<file path="src/include/csr_unit_defines.svh">
// Width, reset values and write masks of the CSR unit
// Included by the packages and modules that size or initialize registers

`ifndef CSR_UNIT_DEFINES_SVH
`define CSR_UNIT_DEFINES_SVH

// Data path width of every register
`define CSR_WIDTH 32

// CTRL: bit 0 enables the cycle counter, bit 1 is spare
`define CSR_CTRL_RESET 32'h0000_0000
`define CSR_CTRL_MASK 32'h0000_0003

// SCRATCH is fully writable
`define CSR_SCRATCH_RESET 32'h0000_0000
`define CSR_SCRATCH_MASK 32'hFFFF_FFFF

// ID is a constant, no bit is writable
`define CSR_ID_VALUE 32'h5343_0001
`define CSR_ID_MASK 32'h0000_0000

`endif

</file>
<file path="src/rtl/csr_map_pkg.sv">
// Register map of the CSR unit: address codes and integrity flags
// Shared by the bus package, the register file and the testbench

package csr_map_pkg;

    // One code per register, all four codes are in use
    typedef enum logic [1:0] {
        ADDR_CTRL    = 2'd0,
        ADDR_SCRATCH = 2'd1,
        ADDR_ID      = 2'd2,
        ADDR_CYCLE   = 2'd3
    } csr_addr_e;

    // Shadow mismatch per hardened register
    typedef struct packed {
        logic ctrl;
        logic scratch;
        logic cycle;
    } csr_integrity_t;

endpackage

</file>
<file path="src/rtl/csr_bus_pkg.sv">
// Request and response types of the CSR access channel
// Both channels use a valid/ready handshake around these structs

`include "csr_unit_defines.svh"

package csr_bus_pkg;

    // Every operation returns the old value
    typedef enum logic [1:0] {
        OP_READ  = 2'd0,
        OP_WRITE = 2'd1,
        OP_SET   = 2'd2,
        OP_CLEAR = 2'd3
    } csr_op_e;

    typedef struct packed {
        csr_op_e                op;
        csr_map_pkg::csr_addr_e addr;
        logic [`CSR_WIDTH-1:0]  wdata;
    } csr_req_t;

    typedef struct packed {
        logic [`CSR_WIDTH-1:0] rdata;
        logic                  err;
    } csr_rsp_t;

endpackage

</file>
<file path="src/rtl/csr_reg.sv">
// Single CSR with write mask, reset value and optional inverted shadow copy
// rd_error_o flags a disagreement between the register and its shadow

`timescale 1ns/10ps

module csr_reg #(
    parameter int unsigned      WIDTH      = 32,
    parameter bit               SHADOW     = 1'b0,
    parameter logic [WIDTH-1:0] RESETVALUE = '0,
    parameter logic [WIDTH-1:0] MASK       = '1
) (
    input  logic             clk,
    input  logic             rst_n,
    input  logic             wr_en_i,
    input  logic [WIDTH-1:0] wr_data_i,
    output logic [WIDTH-1:0] rd_data_o,
    output logic             rd_error_o
);

    logic [WIDTH-1:0] data_q;

    assign rd_data_o = data_q;

    for (genvar i = 0; i < WIDTH; i++) begin : gen_bit
        if (MASK[i]) begin : gen_live
            always_ff @(posedge clk or negedge rst_n) begin
                if (!rst_n) begin
                    data_q[i] <= RESETVALUE[i];
                end else if (wr_en_i) begin
                    data_q[i] <= wr_data_i[i];
                end
            end
        end else begin : gen_tied
            // Read-only bit, keeps its reset value
            assign data_q[i] = RESETVALUE[i];
        end
    end

    if (SHADOW) begin : gen_shadow
        logic [WIDTH-1:0] shadow_q;

        for (genvar i = 0; i < WIDTH; i++) begin : gen_bit
            if (MASK[i]) begin : gen_live
                // Twin holds the complement, written together with the data bit
                always_ff @(posedge clk or negedge rst_n) begin
                    if (!rst_n) begin
                        shadow_q[i] <= ~RESETVALUE[i];
                    end else if (wr_en_i) begin
                        shadow_q[i] <= ~wr_data_i[i];
                    end
                end
            end else begin : gen_tied
                assign shadow_q[i] = ~RESETVALUE[i];
            end
        end

        assign rd_error_o = (data_q != ~shadow_q);
    end else begin : gen_plain
        assign rd_error_o = 1'b0;
    end

endmodule

</file>
<file path="src/rtl/csr_cycle_counter.sv">
// Loadable cycle counter with an inverted shadow count
// A load wins over counting; mismatch_o is high while the pair disagrees

`timescale 1ns/10ps
`include "csr_unit_defines.svh"

module csr_cycle_counter (
    input  logic                  clk,
    input  logic                  rst_n,
    input  logic                  count_en_i,
    input  logic                  load_i,
    input  logic [`CSR_WIDTH-1:0] load_data_i,
    output logic [`CSR_WIDTH-1:0] count_o,
    output logic                  mismatch_o
);

    logic [`CSR_WIDTH-1:0] count_q;
    logic [`CSR_WIDTH-1:0] shadow_q;

    always_ff @(posedge clk or negedge rst_n) begin
        if (!rst_n) begin
            count_q  <= '0;
            shadow_q <= '1;
        end else if (load_i) begin
            count_q  <= load_data_i;
            shadow_q <= ~load_data_i;
        end else if (count_en_i) begin
            count_q  <= count_q + 1'b1;
            // ~(x + 1) equals ~x - 1, so the shadow has its own adder
            shadow_q <= shadow_q - 1'b1;
        end
    end

    assign count_o    = count_q;
    assign mismatch_o = (count_q != ~shadow_q);

endmodule

</file>
<file path="src/rtl/csr_access_fsm.sv">
// Sequences one CSR operation at a time: accept, read-modify-write, respond
// The response is registered in EXEC and held in RESP until it is consumed

`timescale 1ns/10ps
`include "csr_unit_defines.svh"

module csr_access_fsm (
    input  logic                   clk,
    input  logic                   rst_n,
    input  logic                   req_valid_i,
    output logic                   req_ready_o,
    input  csr_bus_pkg::csr_req_t  req_i,
    output logic                   rsp_valid_o,
    input  logic                   rsp_ready_i,
    output csr_bus_pkg::csr_rsp_t  rsp_o,
    output csr_map_pkg::csr_addr_e reg_addr_o,
    output logic                   reg_wr_en_o,
    output logic [`CSR_WIDTH-1:0]  reg_wr_data_o,
    input  logic [`CSR_WIDTH-1:0]  reg_rd_data_i,
    input  logic                   reg_addr_err_i
);

    typedef enum logic [1:0] {
        IDLE,
        EXEC,
        RESP
    } state_e;

    state_e                state_q;
    state_e                state_d;
    csr_bus_pkg::csr_req_t req_q;
    csr_bus_pkg::csr_rsp_t rsp_q;
    logic                  accept;
    logic                  consume;

    assign req_ready_o = (state_q == IDLE);
    assign rsp_valid_o = (state_q == RESP);
    assign accept      = req_valid_i && req_ready_o;
    assign consume     = rsp_valid_o && rsp_ready_i;

    always_comb begin
        state_d = state_q;
        case (state_q)
            IDLE: if (accept) state_d = EXEC;
            EXEC: state_d = RESP;
            RESP: if (consume) state_d = IDLE;
            default: state_d = IDLE;
        endcase
    end

    always_ff @(posedge clk or negedge rst_n) begin
        if (!rst_n) begin
            state_q <= IDLE;
        end else begin
            state_q <= state_d;
        end
    end

    // Request and response payload
    always_ff @(posedge clk) begin
        if (accept) begin
            req_q <= req_i;
        end
        if (state_q == EXEC) begin
            rsp_q.rdata <= reg_rd_data_i;
            rsp_q.err   <= reg_addr_err_i;
        end
    end

    // New value from the old one, resolved within the EXEC cycle
    always_comb begin
        case (req_q.op)
            csr_bus_pkg::OP_WRITE: reg_wr_data_o = req_q.wdata;
            csr_bus_pkg::OP_SET:   reg_wr_data_o = reg_rd_data_i | req_q.wdata;
            csr_bus_pkg::OP_CLEAR: reg_wr_data_o = reg_rd_data_i & ~req_q.wdata;
            default:               reg_wr_data_o = reg_rd_data_i;
        endcase
    end

    assign reg_addr_o  = req_q.addr;
    assign reg_wr_en_o = (state_q == EXEC) && (req_q.op != csr_bus_pkg::OP_READ) &&
                         !reg_addr_err_i;
    assign rsp_o       = rsp_q;

endmodule

</file>
<file path="src/rtl/csr_file.sv">
// Register file of the CSR unit: decode, register instances and read mux
// Shadow mismatches are collected and raised as a registered alert

`timescale 1ns/10ps
`include "csr_unit_defines.svh"

module csr_file (
    input  logic                   clk,
    input  logic                   rst_n,
    input  csr_map_pkg::csr_addr_e addr_i,
    input  logic                   wr_en_i,
    input  logic [`CSR_WIDTH-1:0]  wr_data_i,
    output logic [`CSR_WIDTH-1:0]  rd_data_o,
    output logic                   addr_err_o,
    output logic                   alert_o
);

    logic [`CSR_WIDTH-1:0]       ctrl_q;
    logic [`CSR_WIDTH-1:0]       scratch_q;
    logic [`CSR_WIDTH-1:0]       id_q;
    logic [`CSR_WIDTH-1:0]       cycle_q;
    logic                        wr_ctrl;
    logic                        wr_scratch;
    logic                        wr_cycle;
    csr_map_pkg::csr_integrity_t integrity;
    logic                        alert_q;

    // No write enable for ID, writes to it are dropped
    assign wr_ctrl    = wr_en_i && (addr_i == csr_map_pkg::ADDR_CTRL);
    assign wr_scratch = wr_en_i && (addr_i == csr_map_pkg::ADDR_SCRATCH);
    assign wr_cycle   = wr_en_i && (addr_i == csr_map_pkg::ADDR_CYCLE);

    csr_reg #(
        .WIDTH(`CSR_WIDTH), .SHADOW(1'b1), .RESETVALUE(`CSR_CTRL_RESET), .MASK(`CSR_CTRL_MASK)
    ) ctrl_reg (
        .clk(clk), .rst_n(rst_n), .wr_en_i(wr_ctrl), .wr_data_i(wr_data_i),
        .rd_data_o(ctrl_q), .rd_error_o(integrity.ctrl)
    );

    csr_reg #(
        .WIDTH(`CSR_WIDTH), .SHADOW(1'b1), .RESETVALUE(`CSR_SCRATCH_RESET),
        .MASK(`CSR_SCRATCH_MASK)
    ) scratch_reg (
        .clk(clk), .rst_n(rst_n), .wr_en_i(wr_scratch), .wr_data_i(wr_data_i),
        .rd_data_o(scratch_q), .rd_error_o(integrity.scratch)
    );

    // Fully masked, so it has no flops and no shadow
    csr_reg #(
        .WIDTH(`CSR_WIDTH), .SHADOW(1'b0), .RESETVALUE(`CSR_ID_VALUE), .MASK(`CSR_ID_MASK)
    ) id_reg (
        .clk(clk), .rst_n(rst_n), .wr_en_i(1'b0), .wr_data_i(wr_data_i),
        .rd_data_o(id_q), .rd_error_o()
    );

    csr_cycle_counter cycle_cnt (
        .clk(clk), .rst_n(rst_n), .count_en_i(ctrl_q[0]), .load_i(wr_cycle),
        .load_data_i(wr_data_i), .count_o(cycle_q), .mismatch_o(integrity.cycle)
    );

    // Old value at the addressed register
    always_comb begin
        addr_err_o = 1'b0;
        case (addr_i)
            csr_map_pkg::ADDR_CTRL:    rd_data_o = ctrl_q;
            csr_map_pkg::ADDR_SCRATCH: rd_data_o = scratch_q;
            csr_map_pkg::ADDR_ID:      rd_data_o = id_q;
            csr_map_pkg::ADDR_CYCLE:   rd_data_o = cycle_q;
            default: begin
                rd_data_o  = '0;
                addr_err_o = 1'b1;
            end
        endcase
    end

    always_ff @(posedge clk or negedge rst_n) begin
        if (!rst_n) begin
            alert_q <= 1'b0;
        end else begin
            alert_q <= |integrity;
        end
    end

    assign alert_o = alert_q;

endmodule

</file>
<file path="src/rtl/csr_unit_top.sv">
// Top level of the CSR unit with request/response channels and integrity alert
// Connects the access FSM to the register file

`timescale 1ns/10ps
`include "csr_unit_defines.svh"

module csr_unit_top (
    input  logic                  clk,
    input  logic                  rst_n,
    input  logic                  req_valid_i,
    output logic                  req_ready_o,
    input  csr_bus_pkg::csr_req_t req_i,
    output logic                  rsp_valid_o,
    input  logic                  rsp_ready_i,
    output csr_bus_pkg::csr_rsp_t rsp_o,
    output logic                  alert_o
);

    csr_map_pkg::csr_addr_e reg_addr;
    logic                   reg_wr_en;
    logic [`CSR_WIDTH-1:0]  reg_wr_data;
    logic [`CSR_WIDTH-1:0]  reg_rd_data;
    logic                   reg_addr_err;

    csr_access_fsm fsm0 (
        .clk(clk), .rst_n(rst_n),
        .req_valid_i(req_valid_i), .req_ready_o(req_ready_o), .req_i(req_i),
        .rsp_valid_o(rsp_valid_o), .rsp_ready_i(rsp_ready_i), .rsp_o(rsp_o),
        .reg_addr_o(reg_addr), .reg_wr_en_o(reg_wr_en), .reg_wr_data_o(reg_wr_data),
        .reg_rd_data_i(reg_rd_data), .reg_addr_err_i(reg_addr_err)
    );

    csr_file file0 (
        .clk(clk), .rst_n(rst_n), .addr_i(reg_addr), .wr_en_i(reg_wr_en),
        .wr_data_i(reg_wr_data), .rd_data_o(reg_rd_data), .addr_err_o(reg_addr_err),
        .alert_o(alert_o)
    );

endmodule

</file>
<file path="config.mk">
export PLATFORM = sky130hd
export DESIGN_NAME = csr_unit_top
export DESIGN_NICKNAME = d
export VERILOG_FILES = /design/src/rtl/csr_map_pkg.sv /design/src/rtl/csr_bus_pkg.sv /design/src/rtl/csr_reg.sv /design/src/rtl/csr_cycle_counter.sv /design/src/rtl/csr_access_fsm.sv /design/src/rtl/csr_file.sv /design/src/rtl/csr_unit_top.sv
export VERILOG_INCLUDE_DIRS = /design/src /design/src/include
export SDC_FILE = /design/constraint.sdc
export NUM_CORES = 1
export LEC_CHECK = 0
export BUFFER_PORTS_ARGS = -buffer_cell sky130_fd_sc_hd__buf_2
export CAP_MARGIN = 20
export CORE_ASPECT_RATIO = 0.7
export CORE_UTILIZATION = 45
export DETAILED_ROUTE_END_ITERATION = 10
export SLEW_MARGIN = 20
export SYNTH_ARGS = -nofsm -noshare
export SYNTH_HDL_FRONTEND = slang
export SYNTH_SLANG_ARGS = --single-unit
export TNS_END_PERCENT = 30
</file>
<file path="constraint.sdc">
create_clock -name clk -period 4.7 [get_ports clk]
set_input_delay 0.94 -clock clk [delete_from_list [all_inputs] [get_ports clk]]
set_output_delay 0.94 -clock clk [all_outputs]
set_load 0.01 [all_outputs]
</file>
==> reports/qor.yml <==
synthesis:
  synthArstFlopShare: 0.665
  synthMuxAreaShare: 0.0650
  yosys.area_share.adder: 0.00236
  synth-main-ff-cell: "dfrtp_1"
  synthSimpleGateAreaFrac: 0.158
  avgSynthCellArea_um2: 10.4
  synth_top_family_by_area: "simple AND/OR/NAND/NOR gates"
  synth_cells: 1022
  ys_types: 58
  yosysWarnings: 0
  netlist_top_cells_area: "edfxtp_1, dfstp_2, dfrtp_1"
  synth_seq_cells: 203
  syn-cell-area_mm2: 0.0106
  synth_compound_area_frac: 0.118
  synth.largest_area_cell: "edfxtp_1"
  synth-edff-count: 68
  yosysTopAreaCellShare: 0.193
  yosysSeqAreaShare: 0.520
  synth_nets: 1064
  synth_xor_xnor_area_share: 0.103
finish:
  utilization: 0.526
  layout_commonest_cell: "nand2_1"
  diodes: 0
  nets: 1125
  fin_cells: 1411
  layout_common_cells: "nand2_1, o21ai_0, xnor2_1"
  syn2layout_area_growth_pct: 13.5
  drive_gt1_frac: 0.217
sta:
  tightest_slew_ps: 1020
  clock_skew_ps: 21.6
  grt_setup_unrepaired: "no"
  fmax_mhz: 351
  finalSetupTns_ps: 0
  setup_viol: 0
  min_period_over_period: 0.607
  finalHoldViolations: 0
  period_minus_slack_ps: 2850
  relSlewSlack: 0.322
  drv_slew: 0
cts:
  clock_sinks: 203
  path_clk_slew_ps: 60
  insertion_delay_ps: 520
  post_cts_resized: 0
  cts_root_buf: "clkbuf_16"
  cts_inserted_buffers: 23
  ctsHoldBuffers: 0
  cts_tree: "yes"
  post_cts_buffers: 0
  h-tree-depth: 1
  cts_buffer_depth: 3
global_route:
  antenna_found_initial: 0
  grt_max_degree: 61
  grt_pass1_wl_um: 43000
  grt_overflow_total: 0
  grtUsageTotal: 0.235
  grt_pass1_vias: 7359
routing:
  ant_nets: 0
  post-route-drc-count: 0
  route.detailed.wl_per_inst_um: 19.3
  wl_um: 27200
  first_pass_iters: 5
  vias_per_cell: 5.46
  first_iter_violations: 514
  vias: 7698
critical_path:
  critPathKind: "register to register"
  worstPathArrival_ps: 3310
  critPathMaxFanout: 23
  start_kind: "register"
  end_kind: "register"
  required_ps: 5160
power_and_ir_drop:
  pwr_density_cell_mw_per_mm2: 676
  combPwrFrac: 0.327
  pwr-share-clk: 0.230
  leakage_uw: 0.00501
  seq_power_share: 0.443
  p_sw_uw: 3010
  vdd_drop_max_mv: 0.412
  internal_power_uw: 5110
  switching_share: 0.371
die:
  die_area_mm2: 0.0241
  core_mm2: 0.0228
  die_h_um: 130
  die-width_um: 185
  initial_core_util: 0.463
  rows: 46
  ios: 76
placed_design:
  routabilityCongestion: 0.911
  numPortBuffers: 74
  dpl.cell_count: 1370
  dp_hpwl_um: 19100
flow_run:
  max_cap_viol_count: 0
hold_path:
  hold_class: "primary input to async pin"
status:
  status: "finished clean"
==> critical path: stages (launching register included) <==
cell and delay [ps]:
edfxtp_1 920, buf_4 400, nor2_1 90, a22o_1 300, o211a_1 210, a221oi_1 600, mux2_2 280
==> layout make-up <==
type                            instances  area [µm²]
Inverter                               26        97.6
Timing Repair Buffer                   89         489
Fill cell                            2084       10800
Clock inverter                          7         108
Multi-Input combinational cell        740        4760
Clock buffer                           34         668
Sequential cell                       203        5500
Tap cell                              312         390
==> power groups by stage <==
stage / clock [µW] / sequential [µW] / combinational, µW
floorplan: 0 / 3360 / 1960
global placement: 0 / 3610 / 2610
detailed placement: 0 / 3610 / 2650
CTS: 1910 / 3590 / 2670
global route: 1970 / 3710 / 2940
finish: 1870 / 3600 / 2660
==> synthesized netlist by cell type, drive strengths merged, types with 4 or more instances <==
cell    count
nor2       70
a221oi      6
and2        5
o31ai      10
nand2     124
nand2b      7
nor2b       8
o221a       4
and3b       7
nor4       25
a21boi      4
inv        25
dfstp      66
o21ai     103
xor2       44
a21o       13
nor3       21
and3        6
dfrtp      69
mux2i      35
clkbuf     37
or3         7
edfxtp     68
nand4      23
o221ai      4
nand3      16
o21a       20
xnor2      81
a21oi      41
buf        16
mux2       30
nor3b       4
==> state kept, by name (all words and copies together) (netlist names), 2 cells and up <==
register,count
fsm0.rsp_o,32
file0.scratch_reg.gen_shadow.shadow_q,32
file0.cycle_cnt.shadow_q,32
file0.cycle_cnt.count_o,32
file0.ctrl_reg.rd_data_o,2
fsm0.reg_addr_o,2
fsm0.req_q,34
fsm0.state_q,2
file0.ctrl_reg.gen_shadow.shadow_q,2
file0.scratch_reg.rd_data_o,32
==> path summary, 6_finish.rpt <==
path                                                      startpoint                                   endpoint  slack (ps)  depth (start not counted)
max in group asynchronous                                      rst_n             file0.scratch_reg.rd_data_o[2]        3260                          2
max                                               fsm0.reg_addr_o[0]      file0.ctrl_reg.gen_shadow.shadow_q[1]        1850                          6
max reg2reg                                       fsm0.reg_addr_o[0]      file0.ctrl_reg.gen_shadow.shadow_q[1]        1850                          6
min in group clk           file0.scratch_reg.gen_shadow.shadow_q[30]  file0.scratch_reg.gen_shadow.shadow_q[30]         470                          2
min                                                            rst_n                file0.cycle_cnt.count_o[25]         430                          1
min reg2reg                file0.scratch_reg.gen_shadow.shadow_q[30]  file0.scratch_reg.gen_shadow.shadow_q[30]         470                          2
==> stage by stage <==
stage | worst slack (ps) | total power (µW) | cell area (µm²) | hold slack, ps
2_1_floorplan | 1090 | 5320 | 10600 | 446
3_5_place_dp | 1870 | 6260 | 11200 | 464
5_1_grt | 1650 | 8620 | 12000 | 456
3_3_place_gp | 1980 | 6220 | 11200 | 456
6_report | 1850 | 8120 | 12000 | 429
4_1_cts | 1850 | 8170 | 12000 | 436
==> routing by layer <==
layer  global-route usage  vias up  wire length, µm
met5                    0        -                0
met4               0.0423        0              433
met3               0.0340       30             1140
met2                0.344      174            11300
met1                0.368     3770            14300
li1                     -     3724                -
==> cells by family after synthesis <==
kind of cell | Yosys count
compound gates | 210
xor+xnor | 125
fa+ha+maj | 2
buf+inv | 79
flops | 203
mux | 65
other cells | 1
simple gates | 337
Note: power is estimated with default switching activity, not from simulation.
